## config.mk

```make
export PLATFORM = sky130hd
export DESIGN_NAME = coh_msg_top
export DESIGN_NICKNAME = d
export VERILOG_FILES = /design/src/design/coh_pkg.sv /design/src/design/mem_resp_forward.sv /design/src/design/inv_sequencer.sv /design/src/design/msg_arbiter.sv /design/src/design/coh_msg_top.sv
export VERILOG_INCLUDE_DIRS = /design/src /design/src/include
export SDC_FILE = /design/constraint.sdc
export NUM_CORES = 1
export LEC_CHECK = 0
export ABC_AREA = 1
export BUFFER_PORTS_ARGS = -buffer_cell sky130_fd_sc_hd__buf_2
export CAP_MARGIN = 10
export CORE_AREA = 3 3 172 174
export CTS_BUF_LIST = sky130_fd_sc_hd__clkbuf_4
export DETAILED_ROUTE_END_ITERATION = 6
export DIE_AREA = 0 0 175 177
export SETUP_SLACK_MARGIN = 0.02
export SLEW_MARGIN = 5
export SYNTH_ARGS = -nofsm -noshare
export SYNTH_HDL_FRONTEND = slang
export SYNTH_SLANG_ARGS = --single-unit
```

## constraint.sdc

```tcl
create_clock -name clk_i -period 3.2 [get_ports clk_i]
set_input_delay 0.32 -clock clk_i [delete_from_list [all_inputs] [get_ports clk_i]]
set_output_delay 0.32 -clock clk_i [all_outputs]
set_load 0.05 [all_outputs]
```

## src/include/coh_consts.svh

```systemverilog
/*
 * coherence message unit constants
 * widths, counts and the id of this directory controller
 */
`ifndef COH_CONSTS_SVH
`define COH_CONSTS_SVH

// physical address and payload widths
`define PADDR_WIDTH     20
`define BLOCK_WIDTH     128
`define DWORD_WIDTH     64

// local cache engines, id width follows the count
`define NUM_LCE         8
`define LG_NUM_LCE      3

// associativity of each LCE
`define LCE_ASSOC       4
`define LG_ASSOC        2

// block offset and set index, the set index is also the way group
`define LG_BLOCK_BYTES  4
`define LG_SETS         6

// outstanding invalidate ack counter, holds up to NUM_LCE
`define INV_CNT_WIDTH   4

// id placed in the source field of every command we send
`define CCE_ID          3'd1

`endif

```

## src/design/coh_pkg.sv

```systemverilog
/*
 * coherence message unit types
 * message encodings, FSM state and packed message layouts
 */
`include "coh_consts.svh"

package coh_pkg;

  // memory response type
  typedef enum logic [2:0] {
    e_mem_rd    = 3'b000,
    e_mem_wr    = 3'b001,
    e_mem_uc_rd = 3'b010,
    e_mem_uc_wr = 3'b011,
    e_mem_wb    = 3'b100
  } mem_msg_type_e;

  // commands this unit can send to an LCE
  typedef enum logic [1:0] {
    e_cmd_data       = 2'b00,
    e_cmd_uc_data    = 2'b01,
    e_cmd_uc_st_done = 2'b10,
    e_cmd_inv        = 2'b11
  } lce_cmd_type_e;

  typedef enum logic {
    e_resp_coh_ack = 1'b0,
    e_resp_inv_ack = 1'b1
  } lce_resp_type_e;

  typedef enum logic [1:0] {
    e_req_rd    = 2'b00,
    e_req_wr    = 2'b01,
    e_req_uc_rd = 2'b10,
    e_req_uc_wr = 2'b11
  } lce_req_type_e;

  typedef enum logic [1:0] {
    e_coh_i = 2'b00,
    e_coh_s = 2'b01,
    e_coh_e = 2'b10,
    e_coh_m = 2'b11
  } coh_state_e;

  // invalidation sequencer
  typedef enum logic [1:0] {
    e_inv_ready = 2'b00,
    e_inv_cmd   = 2'b01,
    e_inv_resp  = 2'b10
  } inv_state_e;

  typedef struct packed {
    mem_msg_type_e                msg_type;
    logic [`PADDR_WIDTH-1:0]      addr;
    logic [`BLOCK_WIDTH-1:0]      data;
    logic [`LG_NUM_LCE-1:0]       lce_id;
    logic [`LG_ASSOC-1:0]         way_id;
    coh_state_e                   state;
  } mem_resp_t;

  typedef struct packed {
    lce_cmd_type_e                msg_type;
    logic [`LG_NUM_LCE-1:0]       dst_id;
    logic [`LG_NUM_LCE-1:0]       src_id;
    logic [`LG_ASSOC-1:0]         way_id;
    logic [`PADDR_WIDTH-1:0]      addr;
    coh_state_e                   state;
    logic [`BLOCK_WIDTH-1:0]      data;
  } lce_cmd_t;

  typedef struct packed {
    lce_resp_type_e               msg_type;
    logic [`LG_NUM_LCE-1:0]       src_id;
    logic [`PADDR_WIDTH-1:0]      addr;
  } lce_resp_t;

  typedef struct packed {
    lce_req_type_e                msg_type;
    logic [`LG_NUM_LCE-1:0]       src_id;
    logic [`PADDR_WIDTH-1:0]      addr;
  } lce_req_t;

  // one write to the pending bit store
  typedef struct packed {
    logic                         w_v;
    logic [`LG_SETS-1:0]          way_group;
    logic                         pending;
  } pend_wr_t;

  // directory lookup result handed to the sequencer
  typedef struct packed {
    logic [`PADDR_WIDTH-1:0]                  addr;
    logic [`LG_NUM_LCE-1:0]                   req_lce;
    logic [`NUM_LCE-1:0]                      sharer_hits;
    logic [`NUM_LCE-1:0][`LG_ASSOC-1:0]       sharer_ways;
  } inv_start_t;

endpackage

```

## src/design/mem_resp_forward.sv

```systemverilog
/*
 * memory response forwarder
 * turns each memory response into an LCE command or a pending clear
 */
`include "coh_consts.svh"

module mem_resp_forward
  import coh_pkg::*;
(
  input  mem_resp_t mem_resp_i,
  input  logic      mem_resp_v_i,
  output logic      fwd_cmd_v_o,
  output lce_cmd_t  fwd_cmd_o,
  output logic      fwd_clr_v_o,
  output logic      fwd_needs_cmd_o
);

  always_comb begin
    // common command fields
    fwd_cmd_o          = '0;
    fwd_cmd_o.dst_id   = mem_resp_i.lce_id;
    fwd_cmd_o.src_id   = `CCE_ID;
    fwd_cmd_o.addr     = mem_resp_i.addr;
    fwd_cmd_o.state    = e_coh_i;
    fwd_cmd_o.msg_type = e_cmd_data;

    fwd_cmd_v_o     = 1'b0;
    fwd_clr_v_o     = 1'b0;
    fwd_needs_cmd_o = 1'b0;

    case (mem_resp_i.msg_type)
      // cached fill, full block to the requester
      e_mem_rd, e_mem_wr: begin
        fwd_cmd_o.msg_type = e_cmd_data;
        fwd_cmd_o.way_id   = mem_resp_i.way_id;
        fwd_cmd_o.state    = mem_resp_i.state;
        fwd_cmd_o.data     = mem_resp_i.data;
        fwd_cmd_v_o        = mem_resp_v_i;
        // clear is only written once the command fires
        fwd_clr_v_o        = mem_resp_v_i;
        fwd_needs_cmd_o    = 1'b1;
      end

      // uncached load, only the low dword carries data
      e_mem_uc_rd: begin
        fwd_cmd_o.msg_type                  = e_cmd_uc_data;
        fwd_cmd_o.way_id                    = '0;
        fwd_cmd_o.data[`DWORD_WIDTH-1:0]    = mem_resp_i.data[`DWORD_WIDTH-1:0];
        fwd_cmd_v_o                         = mem_resp_v_i;
        fwd_needs_cmd_o                     = 1'b1;
      end

      // uncached store finished in memory
      e_mem_uc_wr: begin
        fwd_cmd_o.msg_type = e_cmd_uc_st_done;
        fwd_cmd_o.way_id   = '0;
        fwd_cmd_v_o        = mem_resp_v_i;
        fwd_needs_cmd_o    = 1'b1;
      end

      // writeback ack, nothing to send, just close the transaction
      e_mem_wb: begin
        fwd_clr_v_o = mem_resp_v_i;
      end

      // unknown type, drained without side effects
      default: begin
        fwd_cmd_v_o = 1'b0;
      end
    endcase
  end

endmodule

```

## src/design/inv_sequencer.sv

```systemverilog
/*
 * invalidation sequencer
 * sends one invalidate per sharer except the requester and counts the acks
 */
`include "coh_consts.svh"

module inv_sequencer
  import coh_pkg::*;
(
  input  logic                       clk_i,
  input  logic                       reset_i,
  input  inv_start_t                 inv_start_i,
  input  logic                       inv_start_v_i,
  input  lce_resp_t                  lce_resp_i,
  input  logic                       lce_resp_v_i,
  input  logic                       cmd_grant_i,
  output logic                       inv_cmd_v_o,
  output lce_cmd_t                   inv_cmd_o,
  output logic                       inv_ack_take_o,
  output logic                       inv_busy_o,
  output logic                       dir_w_v_o,
  output logic [`LG_NUM_LCE-1:0]     dir_lce_o,
  output logic [`LG_ASSOC-1:0]       dir_way_o
);

  inv_state_e                          state_r, state_n;
  logic [`NUM_LCE-1:0]                 sharers_r, sharers_n;
  logic [`NUM_LCE-1:0][`LG_ASSOC-1:0]  ways_r;
  logic [`PADDR_WIDTH-1:0]             addr_r;
  logic [`INV_CNT_WIDTH-1:0]           cnt_r, cnt_n;

  logic                                start;
  logic                                send;
  logic [`LG_NUM_LCE-1:0]              pe_id;
  logic [`NUM_LCE-1:0]                 pe_onehot;
  logic [`NUM_LCE-1:0]                 req_onehot;

  assign inv_busy_o = (state_r != e_inv_ready);
  assign start      = inv_start_v_i & ~inv_busy_o;

  // lowest set sharer bit wins
  always_comb begin
    pe_id = '0;
    for (int i = `NUM_LCE - 1; i >= 0; i--) begin
      if (sharers_r[i]) begin
        pe_id = `LG_NUM_LCE'(i);
      end
    end
    pe_onehot        = '0;
    pe_onehot[pe_id] = 1'b1;
    req_onehot       = '0;
    req_onehot[inv_start_i.req_lce] = 1'b1;
  end

  // offer an invalidate whenever sharers remain
  assign inv_cmd_v_o = (state_r == e_inv_cmd) & (|sharers_r);
  assign send        = inv_cmd_v_o & cmd_grant_i;

  always_comb begin
    inv_cmd_o          = '0;
    inv_cmd_o.msg_type = e_cmd_inv;
    inv_cmd_o.dst_id   = pe_id;
    inv_cmd_o.src_id   = `CCE_ID;
    inv_cmd_o.way_id   = ways_r[pe_id];
    inv_cmd_o.addr     = addr_r;
    inv_cmd_o.state    = e_coh_i;
  end

  // directory update tracks each invalidate actually sent
  assign dir_w_v_o = send;
  assign dir_lce_o = pe_id;
  assign dir_way_o = ways_r[pe_id];

  // acks only while a count is outstanding, guards against underflow
  assign inv_ack_take_o = lce_resp_v_i & (lce_resp_i.msg_type == e_resp_inv_ack)
                        & inv_busy_o & (cnt_r != '0);

  always_comb begin
    state_n   = state_r;
    sharers_n = sharers_r;
    cnt_n     = cnt_r;
    if (send) begin
      cnt_n = cnt_n + 1'b1;
    end
    if (inv_ack_take_o) begin
      cnt_n = cnt_n - 1'b1;
    end

    case (state_r)
      e_inv_ready: begin
        if (start) begin
          // requester keeps its copy
          sharers_n = inv_start_i.sharer_hits & ~req_onehot;
          state_n   = e_inv_cmd;
        end
      end

      e_inv_cmd: begin
        if (send) begin
          sharers_n = sharers_r & ~pe_onehot;
        end
        // empty vector with nothing outstanding finishes in one cycle
        if (sharers_n == '0) begin
          state_n = (cnt_n == '0) ? e_inv_ready : e_inv_resp;
        end
      end

      e_inv_resp: begin
        if (cnt_n == '0) begin
          state_n = e_inv_ready;
        end
      end

      default: begin
        state_n = e_inv_ready;
      end
    endcase
  end

  always_ff @(posedge clk_i) begin
    if (reset_i) begin
      state_r   <= e_inv_ready;
      sharers_r <= '0;
      cnt_r     <= '0;
    end else begin
      state_r   <= state_n;
      sharers_r <= sharers_n;
      cnt_r     <= cnt_n;
    end
  end

  // request details captured on start
  always_ff @(posedge clk_i) begin
    if (start) begin
      addr_r <= inv_start_i.addr;
      ways_r <= inv_start_i.sharer_ways;
    end
  end

endmodule

```

## src/design/msg_arbiter.sv

```systemverilog
/*
 * message arbiter
 * shares the LCE command port and the pending bit write port, makes the dequeues
 */
`include "coh_consts.svh"

module msg_arbiter
  import coh_pkg::*;
(
  input  logic                     mem_resp_v_i,
  input  logic                     fwd_cmd_v_i,
  input  lce_cmd_t                 fwd_cmd_i,
  input  logic                     fwd_clr_v_i,
  input  logic                     fwd_needs_cmd_i,
  input  logic [`PADDR_WIDTH-1:0]  mem_addr_i,
  input  logic                     inv_cmd_v_i,
  input  lce_cmd_t                 inv_cmd_i,
  input  logic                     inv_ack_take_i,
  input  lce_resp_t                lce_resp_i,
  input  logic                     lce_resp_v_i,
  input  lce_req_t                 lce_req_i,
  input  logic                     lce_req_v_i,
  input  logic                     lce_cmd_ready_i,
  output lce_cmd_t                 lce_cmd_o,
  output logic                     lce_cmd_v_o,
  output logic                     cmd_grant_inv_o,
  output logic                     mem_resp_yumi_o,
  output logic                     lce_resp_yumi_o,
  output logic                     lce_req_yumi_o,
  output pend_wr_t                 pend_wr_o
);

  logic                    cmd_fire_fwd;
  logic                    mem_clr;
  logic                    coh_v;
  logic                    coh_clr;
  logic                    req_cached;
  logic [`PADDR_WIDTH-1:0] pend_addr;

  // command port, forwarded memory response ahead of invalidates
  assign lce_cmd_v_o     = fwd_cmd_v_i | inv_cmd_v_i;
  assign lce_cmd_o       = fwd_cmd_v_i ? fwd_cmd_i : inv_cmd_i;
  assign cmd_fire_fwd    = fwd_cmd_v_i & lce_cmd_ready_i;
  assign cmd_grant_inv_o = ~fwd_cmd_v_i & inv_cmd_v_i & lce_cmd_ready_i;

  // responses that send a command complete on fire, the rest right away
  assign mem_resp_yumi_o = mem_resp_v_i & (~fwd_needs_cmd_i | cmd_fire_fwd);

  // pending port, memory clear first
  assign mem_clr = fwd_clr_v_i & (~fwd_needs_cmd_i | cmd_fire_fwd);

  // then a coherence ack
  assign coh_v   = lce_resp_v_i & (lce_resp_i.msg_type == e_resp_coh_ack);
  assign coh_clr = coh_v & ~mem_clr;

  // LCE request last, even uncached ones wait for a free port
  assign lce_req_yumi_o = lce_req_v_i & ~mem_clr & ~coh_clr;
  assign req_cached     = (lce_req_i.msg_type == e_req_rd) | (lce_req_i.msg_type == e_req_wr);

  // inv acks belong to the sequencer, never overlap a coh ack
  assign lce_resp_yumi_o = coh_clr | inv_ack_take_i;

  always_comb begin
    if (mem_clr) begin
      pend_addr = mem_addr_i;
    end else if (coh_clr) begin
      pend_addr = lce_resp_i.addr;
    end else begin
      pend_addr = lce_req_i.addr;
    end
  end

  // way group is just the set index of the winning address
  assign pend_wr_o.w_v       = mem_clr | coh_clr | (lce_req_yumi_o & req_cached);
  assign pend_wr_o.way_group = pend_addr[`LG_BLOCK_BYTES +: `LG_SETS];
  assign pend_wr_o.pending   = lce_req_yumi_o & req_cached;

endmodule

```

## src/design/coh_msg_top.sv

```systemverilog
/*
 * coherence message unit top
 * connects the forwarder, invalidation sequencer and arbiter
 */
`include "coh_consts.svh"

module coh_msg_top
  import coh_pkg::*;
(
  input  logic                    clk_i,
  input  logic                    reset_i,
  input  mem_resp_t               mem_resp_i,
  input  logic                    mem_resp_v_i,
  output logic                    mem_resp_yumi_o,
  input  lce_resp_t               lce_resp_i,
  input  logic                    lce_resp_v_i,
  output logic                    lce_resp_yumi_o,
  input  lce_req_t                lce_req_i,
  input  logic                    lce_req_v_i,
  output logic                    lce_req_yumi_o,
  output lce_cmd_t                lce_cmd_o,
  output logic                    lce_cmd_v_o,
  input  logic                    lce_cmd_ready_i,
  input  inv_start_t              inv_start_i,
  input  logic                    inv_start_v_i,
  output logic                    inv_busy_o,
  output pend_wr_t                pend_wr_o,
  output logic                    dir_w_v_o,
  output logic [`LG_NUM_LCE-1:0]  dir_lce_o,
  output logic [`LG_ASSOC-1:0]    dir_way_o
);

  // forwarder to arbiter
  logic     fwd_cmd_v;
  lce_cmd_t fwd_cmd;
  logic     fwd_clr_v;
  logic     fwd_needs_cmd;

  // sequencer to arbiter and back
  logic     inv_cmd_v;
  lce_cmd_t inv_cmd;
  logic     inv_ack_take;
  logic     cmd_fire_inv;

  mem_resp_forward u_mem_resp_forward (
    .mem_resp_i      (mem_resp_i),
    .mem_resp_v_i    (mem_resp_v_i),
    .fwd_cmd_v_o     (fwd_cmd_v),
    .fwd_cmd_o       (fwd_cmd),
    .fwd_clr_v_o     (fwd_clr_v),
    .fwd_needs_cmd_o (fwd_needs_cmd)
  );

  inv_sequencer u_inv_sequencer (
    .clk_i          (clk_i),
    .reset_i        (reset_i),
    .inv_start_i    (inv_start_i),
    .inv_start_v_i  (inv_start_v_i),
    .lce_resp_i     (lce_resp_i),
    .lce_resp_v_i   (lce_resp_v_i),
    .cmd_grant_i    (cmd_fire_inv),
    .inv_cmd_v_o    (inv_cmd_v),
    .inv_cmd_o      (inv_cmd),
    .inv_ack_take_o (inv_ack_take),
    .inv_busy_o     (inv_busy_o),
    .dir_w_v_o      (dir_w_v_o),
    .dir_lce_o      (dir_lce_o),
    .dir_way_o      (dir_way_o)
  );

  msg_arbiter u_msg_arbiter (
    .mem_resp_v_i    (mem_resp_v_i),
    .fwd_cmd_v_i     (fwd_cmd_v),
    .fwd_cmd_i       (fwd_cmd),
    .fwd_clr_v_i     (fwd_clr_v),
    .fwd_needs_cmd_i (fwd_needs_cmd),
    .mem_addr_i      (mem_resp_i.addr),
    .inv_cmd_v_i     (inv_cmd_v),
    .inv_cmd_i       (inv_cmd),
    .inv_ack_take_i  (inv_ack_take),
    .lce_resp_i      (lce_resp_i),
    .lce_resp_v_i    (lce_resp_v_i),
    .lce_req_i       (lce_req_i),
    .lce_req_v_i     (lce_req_v_i),
    .lce_cmd_ready_i (lce_cmd_ready_i),
    .lce_cmd_o       (lce_cmd_o),
    .lce_cmd_v_o     (lce_cmd_v_o),
    .cmd_grant_inv_o (cmd_fire_inv),
    .mem_resp_yumi_o (mem_resp_yumi_o),
    .lce_resp_yumi_o (lce_resp_yumi_o),
    .lce_req_yumi_o  (lce_req_yumi_o),
    .pend_wr_o       (pend_wr_o)
  );

endmodule

```

==> results of run 1 <==
## per-stage QoR
stage	cell area (um2)	instances	util
2_1_floorplan	3950	660	-
3_3_place_gp	6380	1417	0.229
3_5_place_dp	6380	1417	0.229
4_1_cts	6440	1425	0.231
5_1_grt	6450	1427	0.231
6_report	6450	1427	0.231
## sequential cells by signal (all words and copies together), names as in the netlist
signal / count
u_inv_sequencer.cnt_r: 4
u_inv_sequencer.sharers_r: 8
u_inv_sequencer.state_r: 2
u_inv_sequencer.addr_r: 20
u_inv_sequencer.ways_r: 16
## where the power goes
part / internal (uW) / total [uW] / switching (uW)
registers: 763 / 793 / 30.0
logic: 348 / 1340 / 993
clock network: 86.9 / 326 / 239
## logic make-up after synthesis
family	count (synthesis)
fa+ha+maj	3
simple gates	327
compound gates	64
xor+xnor	3
other cells	2
buf+inv	210
flops	50
## worst min-delay path by stage
stage                                        end  slack (ps)  cells past startpoint
finish                 u_inv_sequencer.addr_r[8]          60                      1
global route           u_inv_sequencer.addr_r[8]           4                      1
CTS                    u_inv_sequencer.addr_r[8]          20                      1
detailed placement  u_inv_sequencer.sharers_r[6]         490                      2
global placement    u_inv_sequencer.sharers_r[6]         480                      2
floorplan              u_inv_sequencer.addr_r[0]         420                      0
## routing by layer
| metal | part of all wire | up-vias |
|---|---|---|
| li1 | - | 2697 |
| met1 | 0.45 | 2306 |
| met2 | 0.47 | 216 |
| met3 | 0.075 | 13 |
| met4 | 0.011 | 4 |
| met5 | 0.0015 | - |
## cell usage in the layout (no fill, tap or decap), drive strengths merged
cell type,n
dfxtp,14
or2,2
nor3,1
nand4,5
nand2,150
clkbuf,5
dlygate4sd3,1
nand3b,1
edfxtp,36
nor2,157
conb,3
nand3,11
xnor2,1
buf,408
o21ai,32
inv,181
diode,1
a221oi,1
o311ai,2
xor2,2
o211ai,10
o31ai,2
a31oi,3
a21oi,14
ha,3
clkinv,3
## area by class of cell
type	count	area, um2
fill	3179	21500
clock buffer	5	37.5
tap	378	473
timing repair buffer	409	2100
clock inverter	3	20.0
antenna	1	2.50
sequential	50	1360
multi-input combinational	400	1780
inverter	181	679
==> results_dict.tcl, run 1 <==
set metrics [dict create \
    die_width_um 175 \
    ios 440 \
    timing.rr.end "u_inv_sequencer.state_r[1]" \
    synth.area.top_cells "edfxtp_1 27%, inv_1 17%, nor2_1 14%, nand2_1 14%, dfxtp_1 7.1%" \
    cp-startpoint "u_inv_sequencer.sharers_r[5]" \
    clock_latency_ps 410 \
    tightest_slew_ps 639 \
    die_height_um 177 \
    syn_area_um2 3940 \
    cts_hold_buf 0 \
    finalHoldViolCount 0 \
    drtIter0Drc 332 \
    dr_total_vias 5236 \
    status "finished clean" \
    synth_largest_area_cell "edfxtp_1" \
    port_buffers 401 \
    place_ws_ps 922 \
    grt_max_degree 67 \
    end_kind "output pin" \
    synthMuxAreaShare 0 \
    area_delta_synth_final_pct 63.7 \
    cts_tree "done" \
    drive_gt1_frac 0.423 \
    cp_num_cells 13 \
    synthCells 659 \
    setup_ws_ps 567 \
    drtAntennaViolNets 0 \
    synth_top_family_by_area "simple AND/OR/NAND/NOR gates" \
    fin_setup_tns_ps 0 \
    dr.pass1.iters 5 \
    synth_most_common_cell "inv_1" \
    power_density_nw_per_um2 381 \
    synth-edff-count 36 \
    synth_cell_type_count 33 \
    gp_congestion 0.851 \
    critPathCapture "lce_cmd_o[151]" \
    clk_pin_slew_worst_paths_ps 200 \
    whs_ps 58.3 \
    r2r_start "u_inv_sequencer.sharers_r[2]" \
    max_stage_delay_ps 420 \
    dp_hpwl_um 16600 \
    synthXorXnorAreaFrac 0.00667 \
    via_per_inst 3.67 \
    use_met1 0.154 \
    cts-root-buf "clkbuf_4" \
    nets 1311 \
    cts_setup_buffers 0 \
    cts_buffers 5 \
    setup_viol 0 \
    drt-total-wl_um 19200 \
    rsz0062_at_grt "no" \
    slowest_stage "dfxtp_1" \
    p_leak_uw 0.00413 \
    cp_common_cell "nand2_1" \
    busiest_layer "met2" \
    finalPower_uw 2460 \
    hold_start "inv_start_i[35]" \
    post-route-min-period_ps 2630 \
    synth.top_cell.area_share 0.274 \
    critical_path_buf_inv_count 3 \
    start_util 0.141 \
    worstSetupPathType "flop to output pin" \
    ys_warn_count 0 \
    maxCapViolations 0 \
    slew_headroom 0.574 \
    ctsHtreeMaxLevel 2 \
    drc 0 \
    cts_resized 0 \
    hold_path_class "input port to flop" \
    track_usage 0.112 \
    grt_pass1_vias 4819 \
    yosys_most_used_dff "edfxtp_1" \
    synth-compound-area-share 0.0937 \
    period_share 0.823 \
    cp_cell_sequence "inv_1 > nand2_1 > nand2_1 > nand2_1 > nand2_1 > a21oi_1 > o21ai_0 > o21ai_0 > inv_1 > nand2_1 > nand2_1 > nand2_1 > buf_2" \
    syn_area_per_cell_um2 5.98 \
    grt-ovfl-total 0 \
    critPathMaxFanout 4 \
    grt.met2_usage 0.181 \
    synth_simple_gate_area_frac 0.335 \
    cts_buffer_depth 2 \
    ys_seq_elements 50 \
    peakVddDrop_uv 454 \
    cp.arrival_ps 2310 \
    antenna_found_initial 4 \
    fp-row-count 61 \
    synth_fa_ha_area_frac 0.00952 \
    core_um2 27900 \
    fmaxAchievable_mhz 380 \
    final_max_slew_viol_count 0 \
    cts_sinks 50 \
    r2r_slack_ps 990 \
    gr-usage-met3 0.0275 \
    synthArstFlopShare 0 \
    wire_per_inst_um 13.4 \
    grt_pass1_wl_um 27000 \
    yosys-top-cells-count "175 x inv_1, 149 x nor2_1, 143 x nand2_1" \
    yosysSeqAreaShare 0.345 \
    start_kind "flop" \
    rr_worst_depth 15 \
    cpLargestDelayFamily "compound AO/OA/AOI/OAI gates" \
    fin_skew_ps 42.6 \
    worst-endpoint-required_ps 2880 \
    die-area_um2 31000 \
]
Note: power is estimated with default switching activity, not from simulation.
==> run 2: changes to the inputs <==
Clock period 3.2 ns to 2.76 ns, I/O delays scaled along.
==> results_dict.tcl, run 2 (synthesized netlist as in run 1, its figures left out) <==
set metrics [dict create \
    cts_buffer_depth 2 \
    cts_buffers 5 \
    grt-ovfl-total 0 \
    cts_sinks 50 \
    fp-row-count 61 \
    cts_resized 0 \
    drive_gt1_frac 0.424 \
    die_height_um 177 \
    multiInputGateArea_um2 1780 \
    area_delta_synth_final_pct 67.8 \
    worst-endpoint-required_ps 2480 \
    via_per_inst 3.70 \
    nets 1309 \
    critPathMaxFanout 17 \
    largest_register_ffs 20 \
    dp_cells 1416 \
    cp_cell_sequence "inv_1 > nand2_1 > nand2_1 > nand2_1 > nand2_1 > nand2_1 > nand2_4 > a21oi_1 > o21ai_0 > nand2_1 > nand2_1 > nand2_1 > nand2_1 > nand2_1 > buf_2" \
    period_share 0.888 \
    final_max_slew_viol_count 0 \
    r2r_slack_ps 530 \
    start_util 0.141 \
    die_width_um 175 \
    ff_latch_area_um2 1360 \
    cts_hold_buf 0 \
    dr_total_vias 5272 \
    wire_per_inst_um 13.6 \
    drt-total-wl_um 19400 \
    rr_worst_depth 15 \
    grt_pass1_wl_um 27500 \
    grt_max_degree 66 \
    cts-root-buf "clkbuf_4" \
    cts_setup_buffers 0 \
    min_delay_path_depth 1 \
    final_common_cell "buf_2" \
    clock_latency_ps 370 \
    regMostFlops "u_inv_sequencer.addr_r" \
    worstSetupPathType "flop to output pin" \
    setup_viol 0 \
    slew_headroom 0.572 \
    core_um2 27900 \
    drtAntennaViolNets 0 \
    cpLargestDelayFamily "simple AND/OR/NAND/NOR gates" \
    die-area_um2 31000 \
    fmaxAchievable_mhz 408 \
    peakVddDrop_uv 629 \
    finalHoldViolCount 0 \
    maxCapViolations 0 \
    holdPathEnd "u_inv_sequencer.ways_r[4]" \
    hold_start "inv_start_i[4]" \
    p_leak_uw 0.00417 \
    fin_setup_tns_ps 0 \
    ios 440 \
    fillerInstances 3212 \
    track_usage 0.113 \
    cts_tree "done" \
    dr.pass1.iters 4 \
    r2r_start "u_inv_sequencer.sharers_r[2]" \
    antenna_found_initial 4 \
    top_regs "u_inv_sequencer.addr_r (20), u_inv_sequencer.ways_r (16), u_inv_sequencer.sharers_r (8)" \
    clk_pin_slew_worst_paths_ps 160 \
    final_cell_mix "389 x buf_2, 175 x inv_1, 148 x nor2_1" \
    slowest_stage "dfxtp_1" \
    end_kind "output pin" \
    timing.rr.end "u_inv_sequencer.state_r[1]" \
    cp_common_cell "nand2_1" \
    drc 0 \
    drtIter0Drc 245 \
    max_stage_delay_ps 420 \
    rsz0062_at_grt "no" \
    ctsHtreeMaxLevel 2 \
    hold_path_class "input port to flop" \
    fin_skew_ps 5.75 \
    port_buffers 401 \
    start_kind "flop" \
    status "finished clean" \
    grt_pass1_vias 4911 \
    final_cells 1425 \
    post-route-min-period_ps 2450 \
    tightest_slew_ps 642 \
    dp_hpwl_um 16900 \
    power_density_nw_per_um2 446 \
    cp.arrival_ps 2170 \
    gp_congestion 0.836 \
    critical_path_buf_inv_count 2 \
    cp_num_cells 15 \
]
[run 2: cell count changes in the layout (fill, tap and decap cells not counted), sizes merged]
cell,change
buf,-1
bufinv,+1
clkinv,-1
dlygate4sd3,-1
[run 2: report_power, final]
group	total [uW]	leakage, uW	switching [uW]	internal (uW)
Combinational	1580	0.00366	1160	422
Sequential	919	0.000460	34.6	884
Clock	452	0.0000456	259	193
[run 2: worst max-delay path by stage]
stage / startpoint / end / slack [ps]
after global routing: u_inv_sequencer.sharers_r[6] / lce_cmd_o[150] / 20
after detailed placement: mem_resp_i[157] / u_inv_sequencer.state_r[1] / 540
after floorplan: mem_resp_i[157] / pend_wr_o[0] / 190
after global placement: mem_resp_i[157] / u_inv_sequencer.state_r[1] / 560
after CTS: u_inv_sequencer.sharers_r[5] / lce_cmd_o[151] / 180
final: u_inv_sequencer.sharers_r[5] / lce_cmd_o[150] / 310
[run 2: layout make-up]
cell class	count	share of cell area
multi-input combinational	400	0.270
clock inverter	3	0.00662
timing repair buffer	407	0.337
clock buffer	5	0.00568
tap	378	0.0715
inverter	181	0.103
antenna	1	0.000378
sequential	50	0.206
[run 2: worst register-to-register path, stage by stage (launching register included)]
cell	delay [ps]
dfxtp_1	370
inv_1	140
nand2_2	90
nor2_2	190
nand2_4	110
nand3_4	160
nand2_1	70
nand2_1	100
inv_1	60
ha_1	270
or2_2	300
nand2_1	70
nor2_1	40
nand2_1	60
o21ai_1	80
nor2_2	80
[run 2: metrics by stage]
stage          worst slack [ps]  area, um2  total power (uW)   util  hold WS [ps]
3_3_place_gp                564       6520              2510  0.233           453
6_report                    309       6610              2950  0.237          59.7
2_1_floorplan               194       3950              2050      -           375
3_5_place_dp                544       6520              2510  0.233           454
5_1_grt                    18.0       6610              3140  0.237          12.2
4_1_cts                     178       6600              2980  0.236          25.1
[run 2: layer usage]
metal	routed length, um	part of all wire	vias to the layer above	GRT usage
li1	-	-	2689	-
met3	1560	0.080	14	0.0242
met5	31	0.0016	-	0
met2	9280	0.48	224	0.189
met1	8330	0.43	2341	0.151
met4	173	0.0089	4	0.0206
==> run 3: changes to the inputs <==
==> constraint.sdc (replaced) <==
create_clock -name clk_i -period 2.76 [get_ports clk_i]
set_input_delay 0.552 -clock clk_i [delete_from_list [all_inputs] [get_ports clk_i]]
set_output_delay 0.552 -clock clk_i [all_outputs]
set_load 0.05 [all_outputs]
==> results_dict.tcl, run 3 (synthesized netlist as in run 1, its figures left out) <==
set metrics [dict create \
    ios 440 \
    drtIter0Drc 348 \
    regMostFlops "u_inv_sequencer.addr_r" \
    final_common_cell "buf_2" \
    final_cell_mix "389 x buf_2, 173 x inv_1, 147 x nor2_1" \
    grt-ovfl-total 0 \
    nets 1329 \
    fmaxAchievable_mhz 382 \
    drtAntennaViolNets 0 \
    maxCapViolations 0 \
    final_core_util 0.244 \
    drt-total-wl_um 20900 \
    power_density_nw_per_um2 447 \
    die-area_um2 31000 \
    timing.rr.end "u_inv_sequencer.state_r[1]" \
    cts_buffer_depth 2 \
    drive_gt1_frac 0.446 \
    p_leak_uw 0.00426 \
    pwr-share-seq 0.304 \
    critPathMaxFanout 8 \
    post_dp_cell_area_um2 6620 \
    drc 0 \
    setup_ws_ps 139 \
    hold_path_class "input port to flop" \
    r2r_slack_ps 610 \
    top_regs "u_inv_sequencer.addr_r (20), u_inv_sequencer.ways_r (16), u_inv_sequencer.sharers_r (8)" \
    fp-row-count 61 \
    die_width_um 175 \
    cts_hold_buf 0 \
    min_delay_path_depth 1 \
    holdPathEnd "u_inv_sequencer.ways_r[2]" \
    netSwitchingFraction 0.514 \
    grt_pass1_vias 4941 \
    start_util 0.141 \
    port_buffers 401 \
    dp_hpwl_um 17800 \
    rsz0062_at_grt "yes" \
    setup_viol 0 \
    post-route-min-period_ps 2620 \
    end_kind "output pin" \
    switchingPower_uw 1560 \
    ctsHtreeMaxLevel 2 \
    cp.arrival_ps 2070 \
    cts_tree "done" \
    largest_register_ffs 20 \
    peakVddDrop_uv 386 \
    clk_pin_slew_worst_paths_ps 210 \
    gp_congestion 0.834 \
    antenna_found_initial 6 \
    status "finished clean" \
    pwr-share-clk 0.135 \
    clock_latency_ps 420 \
    grt_max_degree 43 \
    via_per_inst 3.72 \
    dr_total_vias 5378 \
    wire_per_inst_um 14.5 \
    start_kind "flop" \
    worstSetupPathType "flop to output pin" \
    place_ws_ps -25.7 \
    track_usage 0.120 \
    worst-endpoint-required_ps 2210 \
    grt_pass1_wl_um 28500 \
    period_share 0.949 \
    finalInstanceArea_um2 6810 \
    dr.pass1.iters 5 \
    rr_worst_depth 15 \
    die_height_um 177 \
    area_delta_synth_final_pct 72.7 \
    cts_sinks 50 \
    cts_buffers 5 \
    final_max_slew_viol_count 0 \
    hold_start "inv_start_i[2]" \
    cts-root-buf "clkbuf_4" \
    r2r_start "u_inv_sequencer.sharers_r[4]" \
    fin_skew_ps 21.2 \
    core_um2 27900 \
    finalHoldViolCount 0 \
    power_frac_comb 0.561 \
    internal_power_uw 1480 \
]
run 3: changes by cell type in the layout (fill, tap and decap cells not counted), moves of 3 or more:
cell	before	now
o21ai_0	30	26
o21ai_1	1	5
buf_4	6	24
dfxtp_1	14	10
nand2_1	141	138
dfxtp_2	0	3
run 3: worst max path at each step:
stage | slack, ps | from | to
2_1_floorplan | -220 | mem_resp_v_i | lce_cmd_o[134]
4_1_cts | 30 | u_inv_sequencer.sharers_r[6] | lce_cmd_o[151]
6_report | 140 | u_inv_sequencer.sharers_r[5] | lce_cmd_o[151]
3_5_place_dp | -30 | mem_resp_v_i | lce_cmd_o[137]
5_1_grt | -40 | u_inv_sequencer.sharers_r[6] | lce_cmd_o[151]
3_3_place_gp | -6 | mem_resp_v_i | u_inv_sequencer.state_r[1]
run 3: worst max-delay path, cell delays in order (launching register included):
cell      delay [ps]
dfxtp_2          390
inv_1             60
nand2_1           60
nand2_1           50
nand2_1           70
nand2_2          100
nand2_4          170
nand2_8           90
nand2_1           70
o211ai_1          80
o21ai_1          120
inv_1             70
nand2_2           60
nand2_1           50
nand2_1           90
buf_6            160
run 3: power groups by stage:
stage	Sequential (uW)	Combinational, uW	Clock, uW
CTS	919	1630	443
global placement	935	1590	0
finish	925	1710	412
detailed placement	936	1600	0
global route	932	1840	464
floorplan	927	1130	0
run 3: metrics by stage:
stage | power (uW) | std cells | TNS, ps | hold slack [ps]
3_5_place_dp | 2540 | 1430 | -25.7 | 485
4_1_cts | 2990 | 1439 | 0 | 223
6_report | 3040 | 1446 | 0 | 282
3_3_place_gp | 2530 | 1430 | -6.28 | 483
2_1_floorplan | 2050 | 660 | -487 | 458
5_1_grt | 3240 | 1446 | -67.6 | 233
run 3: cell type report:
class / count / area (um2)
Clock buffer: 5 / 37.5
Tap cell: 378 / 473
Sequential cell: 50 / 1370
Timing Repair Buffer: 426 / 2370
Clock inverter: 3 / 15.0
Multi-Input combinational cell: 401 / 1850
Inverter: 181 / 684
Antenna cell: 2 / 5.00
Fill cell: 3173 / 21100
run 3: what timing repair did:
item,4_1_cts,5_1_grt
resized for setup,7,22
gates cloned,0,1
pin swaps,1,4
endpoints found under the setup margin,7,4
setup buffers,1,4
run 3: layer usage:
layer	wire, um	GRT usage	part of all wire	up-vias
met5	27	0	0.0013	-
met4	298	0.0336	0.014	4
met3	1660	0.0272	0.079	22
met2	9680	0.188	0.46	244
met1	9270	0.166	0.44	2370
li1	-	-	-	2738
